$ cat src/pe_fmt_pkg.sv
`default_nettype none

// Number formats of the two operands and the partial sum
package pe_fmt_pkg;

  // Left operand, arrives on the l stream
  parameter int OP0_WIDTH = 16;

  // Top operand, arrives on the t stream
  parameter int OP1_WIDTH = 16;

  // Signedness of each operand
  // 0 means two's complement, 1 means plain binary
  parameter int OP0_UNSIGNED = 0;
  parameter int OP1_UNSIGNED = 0;

  // Headroom above the full product width
  // 4 bits cover up to 16 accumulated products
  parameter int GUARD_BITS = 4;

endpackage : pe_fmt_pkg

`default_nettype wire

$ cat src/pe_stream_pkg.sv
`default_nettype none

// Conventions of the valid/ready streams inside the node
package pe_stream_pkg;

  // Holding slots per input skid buffer
  // Two slots keep full rate with a registered ready
  parameter int SKID_SLOTS = 2;

  // Width of the read and write slot pointers
  parameter int SLOT_IDX_W = 1;

endpackage : pe_stream_pkg

`default_nettype wire

$ cat src/axis_skid_buffer.sv
`default_nettype none

// Registered skid buffer for one operand stream
// Ready on the input side comes from a flop, never from m_ready
module axis_skid_buffer #(
  parameter int W = 16
) (
  input  logic         clk,
  input  logic         rst_n,
  // Upstream side
  input  logic [W-1:0] s_data,
  input  logic         s_valid,
  input  logic         s_last,
  output logic         s_ready,
  // Downstream side
  output logic [W-1:0] m_data,
  output logic         m_valid,
  output logic         m_last,
  input  logic         m_ready
);
  import pe_stream_pkg::*;

  // Slot storage, word plus its last mark
  logic [W-1:0]          slot_data [SKID_SLOTS];
  logic                  slot_last [SKID_SLOTS];

  logic [SLOT_IDX_W-1:0] wr_ptr;
  logic [SLOT_IDX_W-1:0] rd_ptr;
  logic [SLOT_IDX_W:0]   count;
  logic [SLOT_IDX_W:0]   count_next;
  logic                  push;
  logic                  pop;

  assign push = s_valid & s_ready;
  assign pop  = m_valid & m_ready;

  // Occupancy after this edge
  always_comb begin
    case ({push, pop})
      2'b10:   count_next = count + 1'b1;
      2'b01:   count_next = count - 1'b1;
      default: count_next = count;
    endcase
  end

  // Pointers, occupancy and registered ready
  always_ff @(posedge clk) begin
    if (!rst_n) begin
      wr_ptr  <= '0;
      rd_ptr  <= '0;
      count   <= '0;
      s_ready <= 1'b0;
    end else begin
      if (push) begin
        wr_ptr <= (wr_ptr == SLOT_IDX_W'(SKID_SLOTS - 1)) ? '0 : wr_ptr + 1'b1;
      end
      if (pop) begin
        rd_ptr <= (rd_ptr == SLOT_IDX_W'(SKID_SLOTS - 1)) ? '0 : rd_ptr + 1'b1;
      end
      count <= count_next;
      // Drop ready only once every slot is taken
      s_ready <= (count_next != (SLOT_IDX_W + 1)'(SKID_SLOTS));
    end
  end

  // Slot write, payload only
  always_ff @(posedge clk) begin
    if (push) begin
      slot_data[wr_ptr] <= s_data;
      slot_last[wr_ptr] <= s_last;
    end
  end

  // Oldest word on the output
  assign m_valid = (count != '0);
  assign m_data  = slot_data[rd_ptr];
  assign m_last  = slot_last[rd_ptr];

endmodule : axis_skid_buffer

`default_nettype wire

$ cat src/mac_datapath.sv
`default_nettype none

// Multiply-accumulate datapath with a one-word result register
module mac_datapath #(
  parameter int OP0_W   = pe_fmt_pkg::OP0_WIDTH,
  parameter int OP1_W   = pe_fmt_pkg::OP1_WIDTH,
  parameter int OP0_UNS = pe_fmt_pkg::OP0_UNSIGNED,
  parameter int OP1_UNS = pe_fmt_pkg::OP1_UNSIGNED,
  parameter int PSUM_W  = pe_fmt_pkg::OP0_WIDTH + pe_fmt_pkg::OP1_WIDTH
                          + pe_fmt_pkg::GUARD_BITS
) (
  input  logic              clk,
  input  logic              rst_n,
  input  logic [OP0_W-1:0]  op0,
  input  logic [OP1_W-1:0]  op1,
  input  logic              take,
  input  logic              first,
  input  logic              finish,
  input  logic              d_ready,
  output logic [PSUM_W-1:0] d_data,
  output logic              d_valid,
  output logic              d_last,
  output logic              result_busy
);
  // One extra bit per operand so both flavours multiply as signed
  localparam int PROD_W = OP0_W + OP1_W + 2;

  logic signed [OP0_W:0]      op0_ext;
  logic signed [OP1_W:0]      op1_ext;
  logic signed [PROD_W-1:0]   product;
  logic signed [PSUM_W-1:0]   product_w;
  logic signed [PSUM_W-1:0]   sum_base;
  logic signed [PSUM_W-1:0]   sum_next;
  logic signed [PSUM_W-1:0]   acc;

  // Zero bit for unsigned, sign bit otherwise
  assign op0_ext = (OP0_UNS != 0) ? {1'b0, op0} : {op0[OP0_W-1], op0};
  assign op1_ext = (OP1_UNS != 0) ? {1'b0, op1} : {op1[OP1_W-1], op1};

  assign product   = op0_ext * op1_ext;
  assign product_w = PSUM_W'(product);

  // First pair of a vector starts from zero
  assign sum_base = first ? '0 : acc;
  assign sum_next = sum_base + product_w;

  // Running sum and result word
  always_ff @(posedge clk) begin
    if (take) begin
      acc <= sum_next;
    end
    if (finish) begin
      d_data <= sum_next;
    end
  end

  // Result handshake
  always_ff @(posedge clk) begin
    if (!rst_n) begin
      d_valid <= 1'b0;
    end else if (finish) begin
      // Control only finishes into a free or draining register
      d_valid <= 1'b1;
    end else if (d_ready) begin
      d_valid <= 1'b0;
    end
  end

  // Each result is a one-word packet
  assign d_last      = 1'b1;
  assign result_busy = d_valid;

endmodule : mac_datapath

`default_nettype wire

$ cat src/pe_control.sv
`default_nettype none

// Pair join, forwarding and end-of-vector control
module pe_control (
  input  logic clk,
  input  logic rst_n,
  // Buffered operand streams
  input  logic l_valid,
  input  logic l_last,
  input  logic t_valid,
  input  logic t_last,
  output logic l_ready,
  output logic t_ready,
  // Forwarded streams
  output logic r_valid,
  input  logic r_ready,
  output logic b_valid,
  input  logic b_ready,
  // Datapath strobes
  output logic take,
  output logic first,
  output logic finish,
  input  logic result_busy,
  input  logic d_ready,
  // Status
  output logic err_unaligned
);
  logic join_ok;
  logic res_ok;
  logic pair;
  logic start_flag;
  logic last_mismatch;

  // Both operands present
  assign join_ok = l_valid & t_valid;

  // Only the closing pair needs room in the result register
  // A result leaving on this edge counts as room
  assign res_ok = ~l_last | ~result_busy | d_ready;

  // Pair consumed on this edge
  assign pair = join_ok & res_ok & r_ready & b_ready;

  // Pop both buffers together
  assign l_ready = pair;
  assign t_ready = pair;

  // Forward valids leave out their own ready
  // so r and b transfers still land exactly on pair
  assign r_valid = join_ok & res_ok & b_ready;
  assign b_valid = join_ok & res_ok & r_ready;

  // Datapath strobes
  assign take   = pair;
  assign first  = start_flag;
  // Left tlast closes the vector
  assign finish = pair & l_last;

  assign last_mismatch = l_last ^ t_last;

  // Start-of-vector marker
  always_ff @(posedge clk) begin
    if (!rst_n) begin
      start_flag <= 1'b1;
    end else if (finish) begin
      start_flag <= 1'b1;
    end else if (take) begin
      start_flag <= 1'b0;
    end
  end

  // One pulse per misaligned pair
  always_ff @(posedge clk) begin
    if (!rst_n) begin
      err_unaligned <= 1'b0;
    end else begin
      err_unaligned <= pair & last_mismatch;
    end
  end

endmodule : pe_control

`default_nettype wire

$ cat src/systolic_pe.sv
`default_nettype none

// One node of a systolic matrix-multiply array
// First row of its column, so there is no partial-sum input
module systolic_pe #(
  parameter  int OP0_W   = pe_fmt_pkg::OP0_WIDTH,
  parameter  int OP1_W   = pe_fmt_pkg::OP1_WIDTH,
  parameter  int OP0_UNS = pe_fmt_pkg::OP0_UNSIGNED,
  parameter  int OP1_UNS = pe_fmt_pkg::OP1_UNSIGNED,
  // Full product plus guard bits
  localparam int PSUM_W  = OP0_W + OP1_W + pe_fmt_pkg::GUARD_BITS
) (
  input  logic              clk,
  input  logic              rst_n,
  // Left input
  input  logic [OP0_W-1:0]  l_data,
  input  logic              l_valid,
  input  logic              l_last,
  output logic              l_ready,
  // Top input
  input  logic [OP1_W-1:0]  t_data,
  input  logic              t_valid,
  input  logic              t_last,
  output logic              t_ready,
  // Right output
  output logic [OP0_W-1:0]  r_data,
  output logic              r_valid,
  output logic              r_last,
  input  logic              r_ready,
  // Bottom output
  output logic [OP1_W-1:0]  b_data,
  output logic              b_valid,
  output logic              b_last,
  input  logic              b_ready,
  // Down output, finished dot products
  output logic [PSUM_W-1:0] d_data,
  output logic              d_valid,
  output logic              d_last,
  input  logic              d_ready,
  output logic              err_unaligned
);
  // Buffered left stream
  logic [OP0_W-1:0] lb_data;
  logic             lb_valid;
  logic             lb_last;
  logic             lb_ready;

  // Buffered top stream
  logic [OP1_W-1:0] tb_data;
  logic             tb_valid;
  logic             tb_last;
  logic             tb_ready;

  // Control to datapath
  logic             take;
  logic             first;
  logic             finish;
  logic             result_busy;

  axis_skid_buffer #(
    .W(OP0_W)
  ) l_buf (
    .clk     (clk),
    .rst_n   (rst_n),
    .s_data  (l_data),
    .s_valid (l_valid),
    .s_last  (l_last),
    .s_ready (l_ready),
    .m_data  (lb_data),
    .m_valid (lb_valid),
    .m_last  (lb_last),
    .m_ready (lb_ready)
  );

  axis_skid_buffer #(
    .W(OP1_W)
  ) t_buf (
    .clk     (clk),
    .rst_n   (rst_n),
    .s_data  (t_data),
    .s_valid (t_valid),
    .s_last  (t_last),
    .s_ready (t_ready),
    .m_data  (tb_data),
    .m_valid (tb_valid),
    .m_last  (tb_last),
    .m_ready (tb_ready)
  );

  pe_control i_control (
    .clk           (clk),
    .rst_n         (rst_n),
    .l_valid       (lb_valid),
    .l_last        (lb_last),
    .t_valid       (tb_valid),
    .t_last        (tb_last),
    .l_ready       (lb_ready),
    .t_ready       (tb_ready),
    .r_valid       (r_valid),
    .r_ready       (r_ready),
    .b_valid       (b_valid),
    .b_ready       (b_ready),
    .take          (take),
    .first         (first),
    .finish        (finish),
    .result_busy   (result_busy),
    .d_ready       (d_ready),
    .err_unaligned (err_unaligned)
  );

  mac_datapath #(
    .OP0_W   (OP0_W),
    .OP1_W   (OP1_W),
    .OP0_UNS (OP0_UNS),
    .OP1_UNS (OP1_UNS),
    .PSUM_W  (PSUM_W)
  ) i_datapath (
    .clk         (clk),
    .rst_n       (rst_n),
    .op0         (lb_data),
    .op1         (tb_data),
    .take        (take),
    .first       (first),
    .finish      (finish),
    .d_ready     (d_ready),
    .d_data      (d_data),
    .d_valid     (d_valid),
    .d_last      (d_last),
    .result_busy (result_busy)
  );

  // Operands pass on unchanged with their tlast
  assign r_data = lb_data;
  assign r_last = lb_last;
  assign b_data = tb_data;
  assign b_last = tb_last;

endmodule : systolic_pe

`default_nettype wire

$ cat config.mk
export PLATFORM = sky130hd
export DESIGN_NAME = systolic_pe
export DESIGN_NICKNAME = d
export VERILOG_FILES = /design/src/pe_fmt_pkg.sv /design/src/pe_stream_pkg.sv /design/src/axis_skid_buffer.sv /design/src/mac_datapath.sv /design/src/pe_control.sv /design/src/systolic_pe.sv
export SDC_FILE = /design/constraint.sdc
export NUM_CORES = 1
export LEC_CHECK = 0
export ABC_AREA = 1
export BUFFER_PORTS_ARGS = -buffer_cell sky130_fd_sc_hd__buf_2
export CORE_MARGIN = 2
export CORE_UTILIZATION = 61
export CTS_CLUSTER_DIAMETER = 40
export DETAILED_ROUTE_END_ITERATION = 8
export GPL_ROUTABILITY_DRIVEN = 0
export PLACE_DENSITY = 0.78
export SLEW_MARGIN = 15
export SYNTH_ARGS = -nofsm -noshare
export SYNTH_HDL_FRONTEND = slang
export SYNTH_SLANG_ARGS = --single-unit
$ cat constraint.sdc
create_clock -name clk -period 7.6 [get_ports clk]
set_input_delay 0.76 -clock clk [delete_from_list [all_inputs] [get_ports clk]]
set_output_delay 0.76 -clock clk [all_outputs]
set_load 0.05 [all_outputs]
==> reports/metrics.yaml <==
ff2ff_setup_slack_ns: 0.49
clkTransAtPathRegs_ns: 0.07
ys_types: 36
crit_slowest_cell: "fa_1"
synth.avg_cell_area_um2: 9.21
start_util_pct: 62.2
crit_path_max_incr_delay_ns: 0.81
dp_hpwl_mm: 36.3
cts_hold_buf: 0
die_h_um: 176
cp-end-kind: "register"
ant_nets: 0
crit_path_end: "i_datapath.d_data[31]$_DFFE_PP_"
post-route-min-period_ns: 7.11
cp_cell_sequence: "inv_4 > or2_2 > o21ai_2 > inv_1 > nand2_1 > fa_1 > fa_1 > fa_1 > fa_1 > inv_1 > fa_1 > inv_1 > fa_1 > inv_1 > ha_1 > nand2_1 > nor2_1 > nand2_1 > a21oi_1 > nor2_1 > nand3_1 > nand2_1"
yosys_register_bits: 155
drt-total-wl_mm: 44.6
drv_cap: 0
cts-root-buf: "clkbuf_16"
reg2reg_depth: 22
final-setup-viol-count: 0
crit_required_ns: 7.79
yosysWarnings: 0
synthArstFlopShare_pct: 0
crit_top_cell: "fa_1"
cts_max_level: 4
drtIter0Drc: 1504
cp.arrival_ns: 7.31
grt_usage_pct: 31.1
io_buffers: 116
worstSetupPathType: "reg2reg"
synthFlopType: "edfxtp_1"
crit_fanout: 17
cts_setup_buffers: 0
cts_tree: "yes"
die_w_um: 176
cts_num_sinks: 155
io_pins: 118
cp.depth: 22
viasPerCell: 5.38
route.detailed.drc: 0
syn_inst: 1949
vias: 13252
clock_latency_ns: 0.44
netlist_area_um2: 18000
cp-start-kind: "register"
seqCellArea_um2: 4500
grt_max_degree: 41
multi_input_area_um2: 11200
fin_nets: 2531
reg2reg_to: "i_datapath.d_data[31]$_DFFE_PP_"
clock-skew-final_ns: 0.0149
fp.dieArea_um2: 30800
rows: 62
layout_commonest_cell: "inv_1"
min_path_type: "reg2reg"
core-area_um2: 28900
grt_antenna_before_repair: 0
antennaDiodeCount: 0
final_cell_mix: "inv_1, nand2_1, fa_1, nor2_1, edfxtp_1"
path_delay_family: "adder cells"
cts_buffer_depth: 2
slew_headroom_pct: 37.1
critical_path_buf_inv_count: 5
syn-num-nets: 2413
synth-edff-count: 140
timing.fmax_ghz: 0.141
final.setup.tns_ns: 0
avgRoutedWirePerCell_um: 18.1
drive_gt1_share_pct: 11.3
run_status: "finished clean"
holdCritStartpoint: "t_buf.rd_ptr$_SDFFE_PN0P_"
grt_pass1_wl_mm: 72.9
cts-buffers-inserted: 17
rsz0062_at_grt: "no"
worst_pin_slew_ns: 0.942
hold_viol: 0
yosysSeqAreaShare_pct: 25.1
grt_pass1_vias: 13815
period_share_pct: 93.6
fill_cells: 2174
first_pass_iters: 7
cts_resized: 0
slew_violations: 0
overflow: 0
area_growth_pct: 8.88
-- synthesized netlist by cell type, types with 2 or more instances --
master,count,area [µm²]
nor2_2,2,12.5
o21ai_0,8,40.0
fa_1,314,6290
inv_2,15,56.3
xor2_1,19,166
nand2_2,5,31.3
or2_2,14,87.6
o21ai_2,25,219
buf_2,14,70.1
nor2_1,230,863
or2_1,16,100
buf_4,7,52.6
ha_1,109,1360
xnor2_1,2,17.5
o21ai_4,2,32.5
a21oi_1,35,175
nand2_1,367,1380
nand3_1,37,185
clkbuf_1,7,26.3
inv_4,4,25.0
o21bai_1,7,52.6
buf_6,7,78.8
and2_1,2,12.5
inv_1,521,1960
edfxtp_1,140,4200
dfxtp_1,15,300
nand4_1,5,31.3
nor3_1,12,60.1
-- cell families after synthesis --
| kind of cell | share of synthesized area [%] |
|---|---|
| xor gates and xnor gates | 1.02 |
| buffers and inverters | 12.6 |
| DFF | 25.1 |
| and+or+nand+nor | 15.7 |
| AOI/OAI and AO/OA | 2.98 |
| adders and majority gates | 42.6 |
| other | 0.0209 |
-- state kept, by name, indices dropped and copies added (netlist names), named ones only --
register                 count
l_buf.slot_last              2
t_buf.slot_last              2
l_buf.wr_ptr                 1
l_buf.rd_ptr                 1
l_buf.s_ready                1
t_buf.rd_ptr                 1
i_control.err_unaligned      1
l_buf.slot_data             32
t_buf.wr_ptr                 1
i_control.first              1
t_buf.slot_data             32
t_buf.s_ready                1
i_datapath.d_data           36
l_buf.count                  2
i_datapath.acc              36
t_buf.count                  2
i_datapath.d_valid           1
-- through the flow --
step	setup slack [ns]	hold slack (ns)	utilization (%)	instance area (µm²)	std cells
global placement	0.718	0.473	65.6	18900	2432
global route	0.213	0.497	67.7	19500	2464
floorplan	1.58	0.465	-	18000	1949
CTS	0.586	0.499	67.7	19500	2464
finish	0.486	0.500	67.7	19500	2464
detailed placement	0.627	0.491	65.6	18900	2432
-- final cells by class --
cell class | count | share of cell area (%)
Clock inverter | 15 | 1.02
Clock buffer | 17 | 2.18
Sequential cell | 155 | 23.0
Multi-Input combinational cell | 1219 | 57.2
Timing Repair Buffer | 134 | 3.66
Inverter | 540 | 10.4
Tap cell | 384 | 2.46
-- tightest hold or removal path, cell delays in order, from the launching register on --
cell     delay (ns)
dfxtp_1        0.31
nand2_1        0.08
a21oi_1        0.06
-- worst min path at each step --
stage                                            endpoint  cells past startpoint  slack, ns
after floorplan                                  register                      2       0.47
after global placement                           register                      2       0.47
after detailed placement                         register                      2       0.49
after CTS                                        register                      2       0.50
after global routing      l_buf.slot_data[0][3]$_DFFE_PP_                      1       0.50
final                           t_buf.rd_ptr$_SDFFE_PN0P_                      2       0.50
-- per-layer routing --
layer,global-route usage (%),routed length (µm),vias up
met5,0,0,-
met4,11.9,2000,0
met3,8.90,5150,149
met2,46.6,19200,839
met1,43.5,18200,6319
li1,-,-,5945
Power is left out: the tool's default activity adds up to more than one toggle a clock period on the data nets, which glitch-free logic cannot reach.
